$ cat src/hw/mem_pkg.sv
package mem_pkg;

  // ~~~~~~~~~~~~~~~~~~~~~~~~~~~~~~~~~~~~~~~~~~~~~~~~~~~~~~~~~~~~~~~~~~~~
  // Bus widths
  // ~~~~~~~~~~~~~~~~~~~~~~~~~~~~~~~~~~~~~~~~~~~~~~~~~~~~~~~~~~~~~~~~~~~~

  // Byte address width seen by both requester ports.
  localparam int ADDR_W = 32;

  // Width of one data word on the bus.
  localparam int DATA_W = 32;

  // One byte enable per byte lane.
  localparam int BE_W = DATA_W / 8;

  // ~~~~~~~~~~~~~~~~~~~~~~~~~~~~~~~~~~~~~~~~~~~~~~~~~~~~~~~~~~~~~~~~~~~~
  // Arbiter state encoding
  // ~~~~~~~~~~~~~~~~~~~~~~~~~~~~~~~~~~~~~~~~~~~~~~~~~~~~~~~~~~~~~~~~~~~~

  // ARB_IDLE has nothing on the bus, the other two name the granted port.
  typedef enum logic [1:0] {
    ARB_IDLE  = 2'b00,
    ARB_DATA  = 2'b01,
    ARB_INSTR = 2'b10
  } arb_state_t;

endpackage
$ cat src/hw/memory_controller.sv
`timescale 1ns/10ps

module memory_controller
  import mem_pkg::*;
(
  input  logic              CLK,
  input  logic              nRST,

  // Data load/store port.
  input  logic              i_d_ren,
  input  logic              i_d_wen,
  input  logic [ADDR_W-1:0] i_d_addr,
  input  logic [BE_W-1:0]   i_d_byte_en,
  output logic              o_d_busy,

  // Instruction fetch port, read only.
  input  logic              i_i_ren,
  input  logic [ADDR_W-1:0] i_i_addr,
  output logic              o_i_busy,

  // Shared memory bus.
  output logic              o_bus_ren,
  output logic              o_bus_wen,
  output logic [ADDR_W-1:0] o_bus_addr,
  output logic [BE_W-1:0]   o_bus_byte_en,
  input  logic              i_bus_busy
);

  arb_state_t state;
  arb_state_t next_state;

  logic d_req;
  logic i_req;
  logic bus_done;

  // A data request is either direction, a fetch is only ever a read.
  assign d_req    = i_d_ren | i_d_wen;
  assign i_req    = i_i_ren;
  assign bus_done = ~i_bus_busy;

  // ~~~~~~~~~~~~~~~~~~~~~~~~~~~~~~~~~~~~~~~~~~~~~~~~~~~~~~~~~~~~~~~~~~~~
  // State register
  // ~~~~~~~~~~~~~~~~~~~~~~~~~~~~~~~~~~~~~~~~~~~~~~~~~~~~~~~~~~~~~~~~~~~~

  always_ff @(posedge CLK, negedge nRST) begin
    if (!nRST) begin
      state <= ARB_IDLE;
    end else begin
      state <= next_state;
    end
  end

  // ~~~~~~~~~~~~~~~~~~~~~~~~~~~~~~~~~~~~~~~~~~~~~~~~~~~~~~~~~~~~~~~~~~~~
  // Next state
  // ~~~~~~~~~~~~~~~~~~~~~~~~~~~~~~~~~~~~~~~~~~~~~~~~~~~~~~~~~~~~~~~~~~~~

  // Data has priority only when the bus is idle. Once an access
  // completes, the other port gets the next turn if it is waiting, so
  // a stream of data accesses cannot lock out instruction fetches.
  always_comb begin
    next_state = state;
    case (state)
      ARB_IDLE: begin
        if (d_req) begin
          next_state = ARB_DATA;
        end else if (i_req) begin
          next_state = ARB_INSTR;
        end else begin
          next_state = ARB_IDLE;
        end
      end

      ARB_DATA: begin
        if (bus_done) begin
          if (i_req) begin
            next_state = ARB_INSTR;
          end else begin
            next_state = ARB_IDLE;
          end
        end
      end

      ARB_INSTR: begin
        if (bus_done) begin
          if (d_req) begin
            next_state = ARB_DATA;
          end else begin
            next_state = ARB_IDLE;
          end
        end
      end

      default: begin
        next_state = ARB_IDLE;
      end
    endcase
  end

  // ~~~~~~~~~~~~~~~~~~~~~~~~~~~~~~~~~~~~~~~~~~~~~~~~~~~~~~~~~~~~~~~~~~~~
  // Bus multiplexer and busy steering
  // ~~~~~~~~~~~~~~~~~~~~~~~~~~~~~~~~~~~~~~~~~~~~~~~~~~~~~~~~~~~~~~~~~~~~

  // Only the granted port sees the RAM busy. The port that is not
  // granted keeps busy high and must hold its request until its turn.
  always_comb begin
    o_bus_ren     = 1'b0;
    o_bus_wen     = 1'b0;
    o_bus_addr    = '0;
    o_bus_byte_en = '0;
    o_d_busy      = 1'b1;
    o_i_busy      = 1'b1;

    case (state)
      ARB_DATA: begin
        o_bus_ren     = i_d_ren;
        o_bus_wen     = i_d_wen;
        o_bus_addr    = i_d_addr;
        o_bus_byte_en = i_d_byte_en;
        o_d_busy      = i_bus_busy;
      end

      ARB_INSTR: begin
        // A fetch always reads the whole word.
        o_bus_ren     = i_i_ren;
        o_bus_wen     = 1'b0;
        o_bus_addr    = i_i_addr;
        o_bus_byte_en = '1;
        o_i_busy      = i_bus_busy;
      end

      default: begin
        o_bus_ren     = 1'b0;
        o_bus_wen     = 1'b0;
      end
    endcase
  end

endmodule

$ cat config.mk
export PLATFORM = sky130hd
export DESIGN_NAME = memory_controller
export DESIGN_NICKNAME = d
export VERILOG_FILES = /design/src/hw/mem_pkg.sv /design/src/hw/memory_controller.sv
export SDC_FILE = /design/constraint.sdc
export NUM_CORES = 1
export LEC_CHECK = 0
export BUFFER_PORTS_ARGS = -buffer_cell sky130_fd_sc_hd__buf_2
export CORE_AREA = 3 3 56 53
export CTS_BUF_LIST = sky130_fd_sc_hd__clkbuf_16
export DETAILED_ROUTE_END_ITERATION = 16
export DIE_AREA = 0 0 59 56
export PLACE_DENSITY = 0.8
export SLEW_MARGIN = 15
export SYNTH_ARGS = -nofsm -noshare
export SYNTH_HDL_FRONTEND = slang
export SYNTH_SLANG_ARGS = --single-unit
$ cat constraint.sdc
create_clock -name CLK -period 3.8 [get_ports CLK]
set_clock_uncertainty 0.05 [all_clocks]
set_input_delay 0.57 -clock CLK [delete_from_list [all_inputs] [get_ports CLK]]
set_output_delay 0.57 -clock CLK [all_outputs]
set_load 0.01 [all_outputs]
==> impl_metrics.tcl <==
set metrics [dict create \
    status "finished, final reports clean" \
    ys_async_sr_fraction 1.00 \
    grt_pass1_vias 1075 \
    slowest_stage "ha_1" \
    area_growth_pct 80.2 \
    p_per_area_mw_per_mm2 797 \
    post_drt_via_cell_ratio 4.97 \
    synth_edf_count 0 \
    clockBufferDepth 2 \
    gp_congestion 0.682 \
    postCtsHoldBufs 0 \
    die_y_um 56 \
    yosysTopAreaCell "a22oi_1" \
    leakagePower_nw 0.771 \
    critPathLaunch "state[0]" \
    crit_path_max_fanout 32 \
    synth_cells 107 \
    period_minus_slack_ns 2.86 \
    end_kind "output port" \
    clock_sinks 2 \
    setup_tns_ns 0 \
    hp-class "in2async" \
    ys_seq_elements 2 \
    irDropWorstVdd_v 0.000780 \
    largest_reg_flops 2 \
    ys_top_cells_by_count "nor2b_1, a22oi_1, buf_2" \
    first_pass_iters 4 \
    regArea_um2 50.0 \
    dp_hpwl_um 2390 \
    start_util 0.320 \
    syn-num-nets 186 \
    rsz0062_at_grt "false" \
    drc 0 \
    synth_cell_type_count 15 \
    cp_top_family "adder cells" \
    antenna_found_initial 0 \
    overflow 0 \
    arrival_ns 2.24 \
    placement_rows 17 \
    synth_flop_cell "dfrtp_1" \
    wirelength_um 3150 \
    synth.avg_cell_area_um2 7.26 \
    clkLatencyLatePin_ns 0.22 \
    die_w_um 59 \
    finalCritPeriodShare 0.754 \
    r2r_setup_slack_ns 1.82 \
    syn_area_um2 777 \
    layout_top_registers "state: 2 flops" \
    dr_total_vias 1197 \
    clock.fmax_mhz 349 \
    ys_warn_count 0 \
    max_slew.worst_pin.slew_ns 1.10 \
    drt_iter0_markers 46 \
    cts_tree "done" \
    path_class "reg2out" \
    io_pins 114 \
    max_stage_delay_ns 0.90 \
    hold_viol_final 0 \
    num_antenna_cells 0 \
    clk_pin_slew_ns 0.03 \
    drive_gt1_frac 0.568 \
    total_power_w 0.00112 \
    cts_buffers 3 \
    seq_area_frac_synth 0.0644 \
    ctsResizeCount 0 \
    drtAntennaViolNets 0 \
    synth_top_cell_area_share 0.319 \
    cp_num_buf_inv 2 \
    dieArea_mm2 0.00330 \
    rr_startpoint "state[0]" \
    slew_violations 0 \
    worstSetupStartpointType "flop" \
    cts_setup_buffers 0 \
    cts-htree-levels 1 \
    yosysMostFrequentCell "nor2b_1" \
    worstRegToRegCells 5 \
    rr_endpoint "state[1]" \
    drv_cap 0 \
    path_cells "inv_1 > ha_1 > a22oi_1 > nor2b_1 > buf_2" \
    nNetsFinal 294 \
    grt_max_degree 38 \
    track_usage 0.172 \
    setup_violations 0 \
    port_buffers 113 \
    multiInputGateArea_um2 648 \
    synthTopCellsByArea "a22oi_1, nor2b_1, ha_1" \
    core_mm2 0.00242 \
    post_drt_wl_per_cell_um 13.1 \
    fillers 247 \
    grt_pass1_wl_um 4660 \
    largest-register "state" \
    relSlewSlack 0.268 \
    clock-root-buffer "clkbuf_16" \
    required_ns 3.18 \
]
-- metrics by stage --
step                      hold slack (ns)  std cells  setup slack [ns]  utilization  cell area (um^2)
after floorplan                     0.224        107              1.93            -               777
after global placement              0.308        238              1.26        0.546              1330
after detailed placement            0.307        238              1.19        0.546              1330
after CTS                          0.0767        241             0.941        0.577              1400
after global routing               0.0758        241             0.752        0.577              1400
final                              0.0758        241             0.937        0.577              1400
-- power breakdown --
| group | switching, W | internal [W] | total [W] | leakage, nW |
|---|---|---|---|---|
| Combinational | 0.000484 | 0.000422 | 0.000906 | 0.708 |
| Clock | 0.0000273 | 0.000134 | 0.000161 | 0.0370 |
| Sequential | 0.0000153 | 0.0000325 | 0.0000478 | 0.0255 |
| Total | 0.000527 | 0.000588 | 0.00112 | 0.771 |
-- layout by cell type, fill, tap and decap left out --
master,count
ha_1,5
nor2_1,2
o21a_4,1
nor2b_1,37
buf_2,113
nand2_1,2
o41ai_2,2
buf_4,2
inv_1,3
clkbuf_16,3
nand2b_1,2
a22oi_1,33
a21oi_1,5
and2_1,1
dfrtp_1,2
-- cell type report --
type / count / area share
repair buffers: 115 / 0.415
flip-flops and latches: 2 / 0.0357
inverters: 3 / 0.00804
well taps: 28 / 0.0250
multi-input cells: 90 / 0.463
clock buffers: 3 / 0.0536
-- routing by layer --
metal  vias to the layer above  track usage  wire [um]
li1                        599            -          -
met1                       542        0.181       1210
met2                        52        0.336       1640
met3                         4       0.0348        281
met4                         0       0.0388         15
met5                         -            0          0
-- worst max-delay path by stage --
stage,slack [ns],cells after the start,to
2_1_floorplan,1.93,4,o_bus_addr[0]
3_3_place_gp,1.26,5,o_bus_addr[4]
3_5_place_dp,1.19,5,o_bus_addr[7]
4_1_cts,0.94,5,o_bus_addr[15]
5_1_grt,0.75,5,o_bus_addr[7]
6_report,0.94,5,o_bus_addr[15]
-- kinds of logic (layout without fill, tap and decap cells) --
logic type | Yosys count | in the layout | share of synthesized area
buf+inv | 15 | 121 | 0.101
fa+ha+maj | 5 | 5 | 0.0805
compound gates | 41 | 41 | 0.412
simple gates | 44 | 44 | 0.341
flops | 2 | 2 | 0.0644
(Power assumes the default switching activity.)
