==> src/hw/mem_pkg.sv <==
package mem_pkg;

  // ~~~~~~~~~~~~~~~~~~~~~~~~~~~~~~~~~~~~~~~~~~~~~~~~~~~~~~~~~~~~~~~~~~~~
  // Bus widths
  // ~~~~~~~~~~~~~~~~~~~~~~~~~~~~~~~~~~~~~~~~~~~~~~~~~~~~~~~~~~~~~~~~~~~~

  // Byte address width seen by both requester ports.
  localparam int ADDR_W = 32;

  // Width of one data word on the bus.
  localparam int DATA_W = 32;

  // One byte enable per byte lane.
  localparam int BE_W = DATA_W / 8;

  // ~~~~~~~~~~~~~~~~~~~~~~~~~~~~~~~~~~~~~~~~~~~~~~~~~~~~~~~~~~~~~~~~~~~~
  // Arbiter state encoding
  // ~~~~~~~~~~~~~~~~~~~~~~~~~~~~~~~~~~~~~~~~~~~~~~~~~~~~~~~~~~~~~~~~~~~~

  // ARB_IDLE has nothing on the bus, the other two name the granted port.
  typedef enum logic [1:0] {
    ARB_IDLE  = 2'b00,
    ARB_DATA  = 2'b01,
    ARB_INSTR = 2'b10
  } arb_state_t;

endpackage
==> src/hw/byte_lane_aligner.sv <==
`timescale 1ns/10ps

module byte_lane_aligner
  import mem_pkg::*;
#(
  parameter string BUS_ENDIANNESS = "little"
) (
  input  logic [DATA_W-1:0] i_wdata,
  input  logic [BE_W-1:0]   i_byte_en,
  output logic [DATA_W-1:0] o_bus_wdata,
  input  logic [DATA_W-1:0] i_bus_rdata,
  output logic [DATA_W-1:0] o_rdata
);

  logic [DATA_W-1:0] conv_wdata;

  // Reverses the order of the bytes in one word.
  function automatic logic [DATA_W-1:0] swap_bytes(input logic [DATA_W-1:0] word);
    logic [DATA_W-1:0] swapped;
    for (int b = 0; b < BE_W; b++) begin
      swapped[8*b +: 8] = word[8*(BE_W-1-b) +: 8];
    end
    return swapped;
  endfunction

  // ~~~~~~~~~~~~~~~~~~~~~~~~~~~~~~~~~~~~~~~~~~~~~~~~~~~~~~~~~~~~~~~~~~~~
  // Byte order conversion
  // ~~~~~~~~~~~~~~~~~~~~~~~~~~~~~~~~~~~~~~~~~~~~~~~~~~~~~~~~~~~~~~~~~~~~

  generate
    if (BUS_ENDIANNESS == "big") begin : g_big
      assign conv_wdata = i_wdata;
      assign o_rdata    = i_bus_rdata;
    end else begin : g_little
      // Little endian swaps both directions, so a round trip is unchanged.
      assign conv_wdata = swap_bytes(i_wdata);
      assign o_rdata    = swap_bytes(i_bus_rdata);
    end
  endgenerate

  // Move the converted data into the lanes picked by the byte enables.
  always_comb begin
    case (i_byte_en)
      4'b1111, 4'b0011, 4'b0001: o_bus_wdata = conv_wdata;
      4'b0010:                   o_bus_wdata = conv_wdata << 8;
      4'b0100, 4'b1100:          o_bus_wdata = conv_wdata << 16;
      4'b1000:                   o_bus_wdata = conv_wdata << 24;
      default:                   o_bus_wdata = conv_wdata;
    endcase
  end

endmodule

==> config.mk <==
export PLATFORM = sky130hd
export DESIGN_NAME = byte_lane_aligner
export DESIGN_NICKNAME = d
export VERILOG_FILES = /design/src/hw/mem_pkg.sv /design/src/hw/byte_lane_aligner.sv
export SDC_FILE = /design/constraint.sdc
export NUM_CORES = 1
export LEC_CHECK = 0
export BUFFER_PORTS_ARGS = -buffer_cell sky130_fd_sc_hd__buf_2
export CAP_MARGIN = 5
export CORE_UTILIZATION = 30
export DETAILED_ROUTE_END_ITERATION = 10
export PLACE_DENSITY_LB_ADDON = 0.2
export SYNTH_ARGS = -nofsm -noshare
export SYNTH_HDL_FRONTEND = slang
export SYNTH_SLANG_ARGS = --single-unit
==> constraint.sdc <==
create_clock -name vclk -period 1.5
set_input_delay 0 -clock vclk [all_inputs]
set_output_delay 0 -clock vclk [all_outputs]
set_load 0.02 [all_outputs]
==> flow_summary_export.csv, run 1 <==
group,metric,value,unit
run_status,status,"finished, final reports clean",
setup_path,worst-path-buf-inv,4,
setup_path,cp_cell_sequence,"buf_2 > or3b_1 > buf_4 > a21oi_2 > buf_6 > nor2_1 > a21oi_1 > buf_2",
global_route,grt_pass1_vias,906,
timing,post-route-period-util,0.947,
timing,drv_slew,0,
die,rows,18,
place,dpl_cell_area,1000,µm²
routing,drt_first_pass_iters,4,
timing,max_freq,0.704,GHz
global_route,antenna_found_initial,0,
timing,period_needed,1.42,ns
global_route,grt_pass1_wl,4100,µm
cells_and_area,drive_gt1_frac,0.480,
setup_path,start_kind,"input pin",
setup_path,end_kind,"output port",
synth,synthCells,136,
die,initial_utilization,0.325,
cells_and_area,antenna_cells,0,
global_route,grt-ovfl-total,0,
die,core-area,2540,µm²
pwr,powerDensity,398,nW/µm²
cells_and_area,area_growth_syn_to_layout,22.4,%
routing,vias,1080,
synth,synth_cell_type_count,20,
setup_path,critical_path_class,"input pin to output port",
timing,max_slew_margin,0.582,
routing,first_iter_violations,53,
worst_hold_path,hp-class,"input pin to output port",
place,dp_hpwl,2270,µm
global_route,top_usage_layer,"met2",
cts,hold_buffers,0,
timing,worst_slew_pin_slew,0.624,ns
cells_and_area,final_util,0.398,
cts,postCtsResizedCells,0,
global_route,gr-usage-met2,0.333,
cells_and_area,final_cell_count_no_fill,205,
setup_path,max_stage_delay,0.41,ns
setup_path,slowest_stage,"or3b_1",
global_route,track_usage,0.179,
timing,finalHoldViolCount,0,
cells_and_area,finalInstanceArea,1010,µm²
synth,ys_warn_count,0,
cells_and_area,nets,245,
global_route,met1_usage,0.218,
synth,synthesis.area,828,µm²
setup_path,worstPathMaxFanout,12,
timing,rsz0062_at_grt,"false",
global_route,use_met3,0.0278,
setup_path,required,1.50,ns
routing,routed_wl,2900,µm
setup_path,worstPathArrival,1.42,ns
timing,setup_viol,0,
routing,wl_per_cell,14.1,µm
synth,ys_seq_area_frac,0,
synth,synth_nets,204,
place,place_ws,0.0427,ns
setup_path,crit_family,"buffers and inverters",
pwr,leakage,0.000556,µW
place,dp.cells,205,
die,die_area,2980,µm²
die,ioPinCount,132,
setup_path,crit_top_cell,"buf_2",
cells_and_area,seq_cell_count,0,
timing,setup_tns,0,ns
cells_and_area,nClkBuffers,0,
routing,drc,0,
die,dieHeight,54.5,µm
synth,avgSynthCellArea,6.09,µm²
flow_run,drv_cap,0,
place,place.gp.congestion,0.762,
place,io_buffers,68,
cells_and_area,fillers,305,
cells_and_area,register_area,0,µm²
cts,postCtsSetupBuffers,0,
global_route,grt_max_degree,17,
die,die_w,54.5,µm
routing,viasPerCell,5.27,
routing,ant_nets,0,
timing,fin_ws,0.0792,ns
pwr,ir_drop,0.144,mV
==> per-layer routing <==
| metal | vias up | part of all wire |
|---|---|---|
| li1 | 522 | - |
| met1 | 490 | 0.40 |
| met2 | 62 | 0.49 |
| met3 | 6 | 0.097 |
| met4 | 0 | 0.0069 |
| met5 | - | 0 |
==> final timing paths <==
check	start	endpoint	slack, ns	depth (start not counted)
worst min-delay path	i_bus_rdata[17]	o_rdata[9]	0.000009	0
worst max-delay path	i_byte_en[3]	o_bus_wdata[30]	0.08	8
==> Yosys cell counts (2+ instances only) <==
cell / instances / share of area
buf_4: 32 / 0.29
and2_1: 8 / 0.060
o22ai_1: 8 / 0.060
nand2_1: 8 / 0.036
o21ai_0: 8 / 0.048
a222oi_1: 8 / 0.097
inv_1: 16 / 0.073
nor2_1: 8 / 0.036
a21oi_1: 24 / 0.15
buf_6: 2 / 0.027
clkbuf_1: 5 / 0.023
==> cell type report <==
type / instances / area, µm² / share of cell area
Multi-Input combinational cell: 80 / 487 / 0.480
Timing Repair Buffer: 79 / 429 / 0.423
Inverter: 16 / 60.1 / 0.0593
Tap cell: 30 / 37.5 / 0.0370
==> metrics by stage <==
stage,total power (µW),hold slack (ns)
detailed placement,400,0.000137
floorplan,359,0.113
CTS,401,0.000137
global route,439,0.0000293
finish,403,0.00000882
global placement,396,0.000137
==> logic make-up (layout without fill, tap and decap cells) <==
family | count (synthesis) | count (layout) | share of synthesized area
AND/OR/NAND/NOR | 29 | 29 | 0.193
buffers and inverters | 56 | 95 | 0.418
AO/OA/AOI/OAI | 51 | 51 | 0.388
==> power breakdown <==
group	switching [µW]	internal (µW)	leakage, µW
sequential	0	0	0
clock	0	0	0
combinational	240	163	0.000556
==> layout by cell type, fill, tap and decap left out <==
| cell | instances |
|---|---|
| a21oi_1 | 24 |
| and2_1 | 8 |
| a21oi_2 | 1 |
| nor3b_2 | 2 |
| o22ai_1 | 8 |
| nor2b_1 | 1 |
| o21bai_1 | 1 |
| nand2_1 | 8 |
| buf_4 | 11 |
| buf_6 | 1 |
| a21o_4 | 1 |
| nor2_1 | 8 |
| or3b_1 | 1 |
| o21ai_0 | 8 |
| inv_1 | 16 |
| a222oi_1 | 8 |
| nor4b_2 | 1 |
| buf_2 | 67 |
(Power assumes the default switching activity.)
==> run 2: changes to the inputs <==
--- a/config.mk
+++ b/config.mk
@@ -5,8 +5,9 @@
 export SDC_FILE = /design/constraint.sdc
 export NUM_CORES = 1
 export LEC_CHECK = 0
-export BUFFER_PORTS_ARGS = -buffer_cell sky130_fd_sc_hd__buf_2
+export BUFFER_PORTS_ARGS = -buffer_cell sky130_fd_sc_hd__clkbuf_2
 export CAP_MARGIN = 5
+export CORE_ASPECT_RATIO = 0.9
 export CORE_UTILIZATION = 30
 export DETAILED_ROUTE_END_ITERATION = 10
 export PLACE_DENSITY_LB_ADDON = 0.2
==> flow_summary_export.csv, run 2 (synthesis gave the netlist of run 1 again) <==
group,metric,value,unit
timing,max_slew_margin,0.554,
timing,finalHoldViolCount,0,
setup_path,worstPathMaxFanout,16,
cells_and_area,final_cell_mix,"clkbuf_2 (68), a21oi_1 (24), inv_1 (16)",
timing,rsz0062_at_grt,"false",
flow_run,drv_cap,0,
cells_and_area,area_growth_syn_to_layout,24.3,%
routing,viasPerCell,5.29,
cells_and_area,drive_gt1_frac,0.494,
die,core-area,2530,µm²
routing,drc,6,
place,dpl_cell_area,1020,µm²
run_status,status,"finished, violations left",
place,dp_hpwl,2260,µm
global_route,grt-ovfl-total,0,
pwr,leakage,0.000580,µW
setup_path,critical_path_class,"input pin to output port",
setup_path,end_kind,"output port",
cells_and_area,seq_cell_count,0,
cells_and_area,finalInstanceArea,1030,µm²
die,die_area,2980,µm²
routing,vias,1089,
worst_hold_path,hp-class,"input pin to output port",
setup_path,start_kind,"input pin",
timing,drv_slew,0,
cts,hold_buffers,0,
die,rows,17,
global_route,grt_max_degree,17,
run_status,violations,"design-rule violations",
cells_and_area,final_common_cell,"clkbuf_2",
routing,wl_per_cell,13.8,µm
die,die_w,57.4,µm
timing,setup_viol,0,
timing,period_needed,1.43,ns
cells_and_area,antenna_cells,0,
timing,post-route-period-util,0.955,
timing,max_freq,0.698,GHz
global_route,grt_pass1_wl,4240,µm
die,initial_utilization,0.327,
global_route,antenna_found_initial,0,
timing,whs,0.00000644,ns
routing,drt_first_pass_iters,8,
routing,ant_nets,0,
pwr,powerDensity,396,nW/µm²
setup_path,required,1.50,ns
cells_and_area,fillers,288,
pwr,ir_drop,0.111,mV
place,place.gp.congestion,0.721,
cells_and_area,final_util,0.407,
global_route,track_usage,0.175,
setup_path,worstPathArrival,1.43,ns
cells_and_area,nClkBuffers,0,
die,dieHeight,51.9,µm
place,io_buffers,68,
routing,first_iter_violations,68,
cells_and_area,register_area,0,µm²
die,ioPinCount,132,
cells_and_area,nets,248,
routing,routed_wl,2850,µm
timing,setup_tns,0,ns
global_route,grt_pass1_vias,904,
timing,worst_slew_pin_slew,0.666,ns
run 2: where the power goes:
part | total [µW] | switching (µW) | internal [µW]
combinational | 408 | 244 | 164
sequential | 0 | 0 | 0
clock | 0 | 0 | 0
run 2: repair_timing:
action                                  4_1_cts  5_1_grt
pin swaps                                     0        4
buffers inserted                              0        0
endpoints found under the hold margin         0        0
endpoints found under the setup margin        8        7
gates resized for setup                       1        1
run 2: final timing paths:
kind / slack, ns / endpoint / start / cells past startpoint
setup / recovery: 0.07 / o_bus_wdata[18] / i_byte_en[1] / 6
hold / removal: 0.000006 / o_rdata[7] / i_bus_rdata[31] / 0
run 2: metal layers:
metal,track usage,vias to the layer above,share of wire
li1,-,528,-
met1,0.222,498,0.44
met2,0.312,57,0.46
met3,0.0348,6,0.093
met4,0.0203,0,0.0049
met5,0,-,0
run 2: cell type report:
type / count / area (µm²) / area share
Timing Repair Buffer: 82 / 445 / 0.433
Tap cell: 28 / 35.0 / 0.0340
Inverter: 16 / 60.1 / 0.0583
Multi-Input combinational cell: 80 / 489 / 0.475
run 2: through the flow:
step	power, µW	setup WS [ns]	instances
2_1_floorplan	359	0.153	136
3_3_place_gp	401	0.0236	206
3_5_place_dp	405	-0.0466	206
4_1_cts	408	0.000178	206
5_1_grt	440	0.00256	206
6_report	408	0.0682	206
run 2: worst max-delay path: stages:
cell and delay [ns]:
clkbuf_2 0.13, or3b_4 0.42, a21o_4 0.28, a222oi_1 0.35, inv_1 0.08, clkbuf_2 0.16
==> run 3: changes to the inputs <==
--- a/config.mk
+++ b/config.mk
@@ -10,6 +10,7 @@
 export CORE_ASPECT_RATIO = 0.9
 export CORE_UTILIZATION = 30
 export DETAILED_ROUTE_END_ITERATION = 10
+export MAX_ROUTING_LAYER = met4
 export PLACE_DENSITY_LB_ADDON = 0.2
 export SYNTH_ARGS = -nofsm -noshare
 export SYNTH_HDL_FRONTEND = slang
==> flow_summary_export.csv, run 3 (synthesis gave the netlist of run 1 again) <==
group,metric,value,unit
run_status,status,"finished, violations left",
run_status,violations,"design-rule violations",
timing,max_freq,0.698,GHz
setup_path,max_stage_delay,0.42,ns
cells_and_area,antenna_cells,0,
cts,postCtsSetupBuffers,0,
cells_and_area,area_growth_syn_to_layout,24.3,%
pwr,powerDensity,396,nW/µm²
routing,drc,6,
cts,hold_buffers,0,
global_route,track_usage,0.179,
die,initial_utilization,0.327,
timing,drv_slew,0,
worst_hold_path,min_to,"o_rdata[7]",
place,place.gp.congestion,0.730,
setup_path,required,1.50,ns
routing,first_iter_violations,68,
die,core-area,2530,µm²
cells_and_area,drive_gt1_frac,0.494,
place,dp_hpwl,2260,µm
setup_path,critical_path_class,"input pin to output port",
cells_and_area,nClkBuffers,0,
setup_path,cp_cell_sequence,"clkbuf_2 > or3b_4 > a21o_4 > a222oi_1 > inv_1 > clkbuf_2",
die,die_area,2980,µm²
cells_and_area,register_area,0,µm²
place,io_buffers,68,
cells_and_area,seq_cell_count,0,
die,rows,17,
setup_path,slowest_stage,"or3b_4",
routing,ant_nets,0,
routing,viasPerCell,5.29,
cells_and_area,final_common_cell,"clkbuf_2",
timing,worst_slew_pin_slew,0.665,ns
routing,vias,1089,
timing,finalHoldViolCount,0,
timing,setup_viol,0,
setup_path,end_kind,"output port",
flow_run,drv_cap,0,
worst_hold_path,hp-class,"input pin to output port",
timing,max_slew_margin,0.555,
cells_and_area,final_util,0.407,
global_route,grt_pass1_wl,4240,µm
worst_hold_path,hp-start,"i_bus_rdata[31]",
worst_hold_path,hold_depth,0,
die,die_w,57.4,µm
routing,drt_first_pass_iters,8,
cells_and_area,final_cell_mix,"clkbuf_2 (68), a21oi_1 (24), inv_1 (16)",
setup_path,worstPathMaxFanout,16,
global_route,grt-ovfl-total,0,
setup_path,worstPathArrival,1.43,ns
timing,period_needed,1.43,ns
global_route,grt_pass1_vias,904,
pwr,leakage,0.000580,µW
cells_and_area,multi_input_comb_area,489,µm²
routing,routed_wl,2850,µm
timing,rsz0062_at_grt,"false",
global_route,grt_max_degree,17,
place,dpl_cell_area,1020,µm²
global_route,antenna_found_initial,0,
die,ioPinCount,132,
timing,whs,0.00000644,ns
cells_and_area,finalInstanceArea,1030,µm²
setup_path,crit_top_cell,"clkbuf_2",
pwr,ir_drop,0.111,mV
cells_and_area,nets,248,
die,dieHeight,51.9,µm
cells_and_area,fillers,288,
setup_path,start_kind,"input pin",
routing,wl_per_cell,13.8,µm
timing,post-route-period-util,0.955,
==> run 3: cell counts in the layout (fill, tap and decap cells not counted) <==
Identical to the previous run, type by type.
==> run 3: routing by layer <==
| layer | up-vias | GRT usage | routed length [µm] |
|---|---|---|---|
| met5 | - | - | 0 |
| met4 | 0 | 0.0203 | 14 |
| met3 | 6 | 0.0323 | 257 |
| met2 | 57 | 0.312 | 1320 |
| met1 | 498 | 0.223 | 1260 |
| li1 | 528 | - | - |
==> run 3: layout make-up <==
class | count | share of cell area
multi-input combinational | 80 | 0.475
timing repair buffer | 82 | 0.433
inverter | 16 | 0.0583
tap | 28 | 0.0340
==> run 3: power breakdown <==
group / leakage (µW) / internal, µW / switching (µW)
clock: 0 / 0 / 0
sequential: 0 / 0 / 0
combinational: 0.000580 / 164 / 244
==> run 3: what timing repair did <==
| action | CTS | global route |
|---|---|---|
| setup endpoints to repair | 8 | 7 |
| pin swaps | 0 | 4 |
| gates resized for setup | 1 | 1 |
==> run 3: worst max path at each step <==
stage                            start               to  slack [ns]  cells after the start
after global placement    i_byte_en[1]  o_bus_wdata[20]        0.02                      5
after CTS                 i_byte_en[1]  o_bus_wdata[18]      0.0002                      6
after global routing      i_byte_en[1]  o_bus_wdata[18]       0.003                      6
after floorplan           i_byte_en[3]  o_bus_wdata[26]        0.15                      6
final                     i_byte_en[1]  o_bus_wdata[18]        0.07                      6
after detailed placement  i_byte_en[1]  o_bus_wdata[18]       -0.05                      5
==> run 3: worst max-delay path: cells and delay by family <==
kind            cells  cell delay [ns]
buf+inv             3             0.37
compound gates      2             0.63
simple gates        1             0.42
==> run 3: metrics by stage <==
| stage | power [µW] | TNS [ns] | cells | worst slack [ns] |
|---|---|---|---|---|
| after floorplan | 359 | 0 | 136 | 0.153 |
| after global placement | 401 | 0 | 206 | 0.0236 |
| after detailed placement | 405 | -0.207 | 206 | -0.0466 |
| after CTS | 408 | 0 | 206 | 0.000178 |
| after global routing | 440 | 0 | 206 | 0.00256 |
| final | 408 | 0 | 206 | 0.0682 |
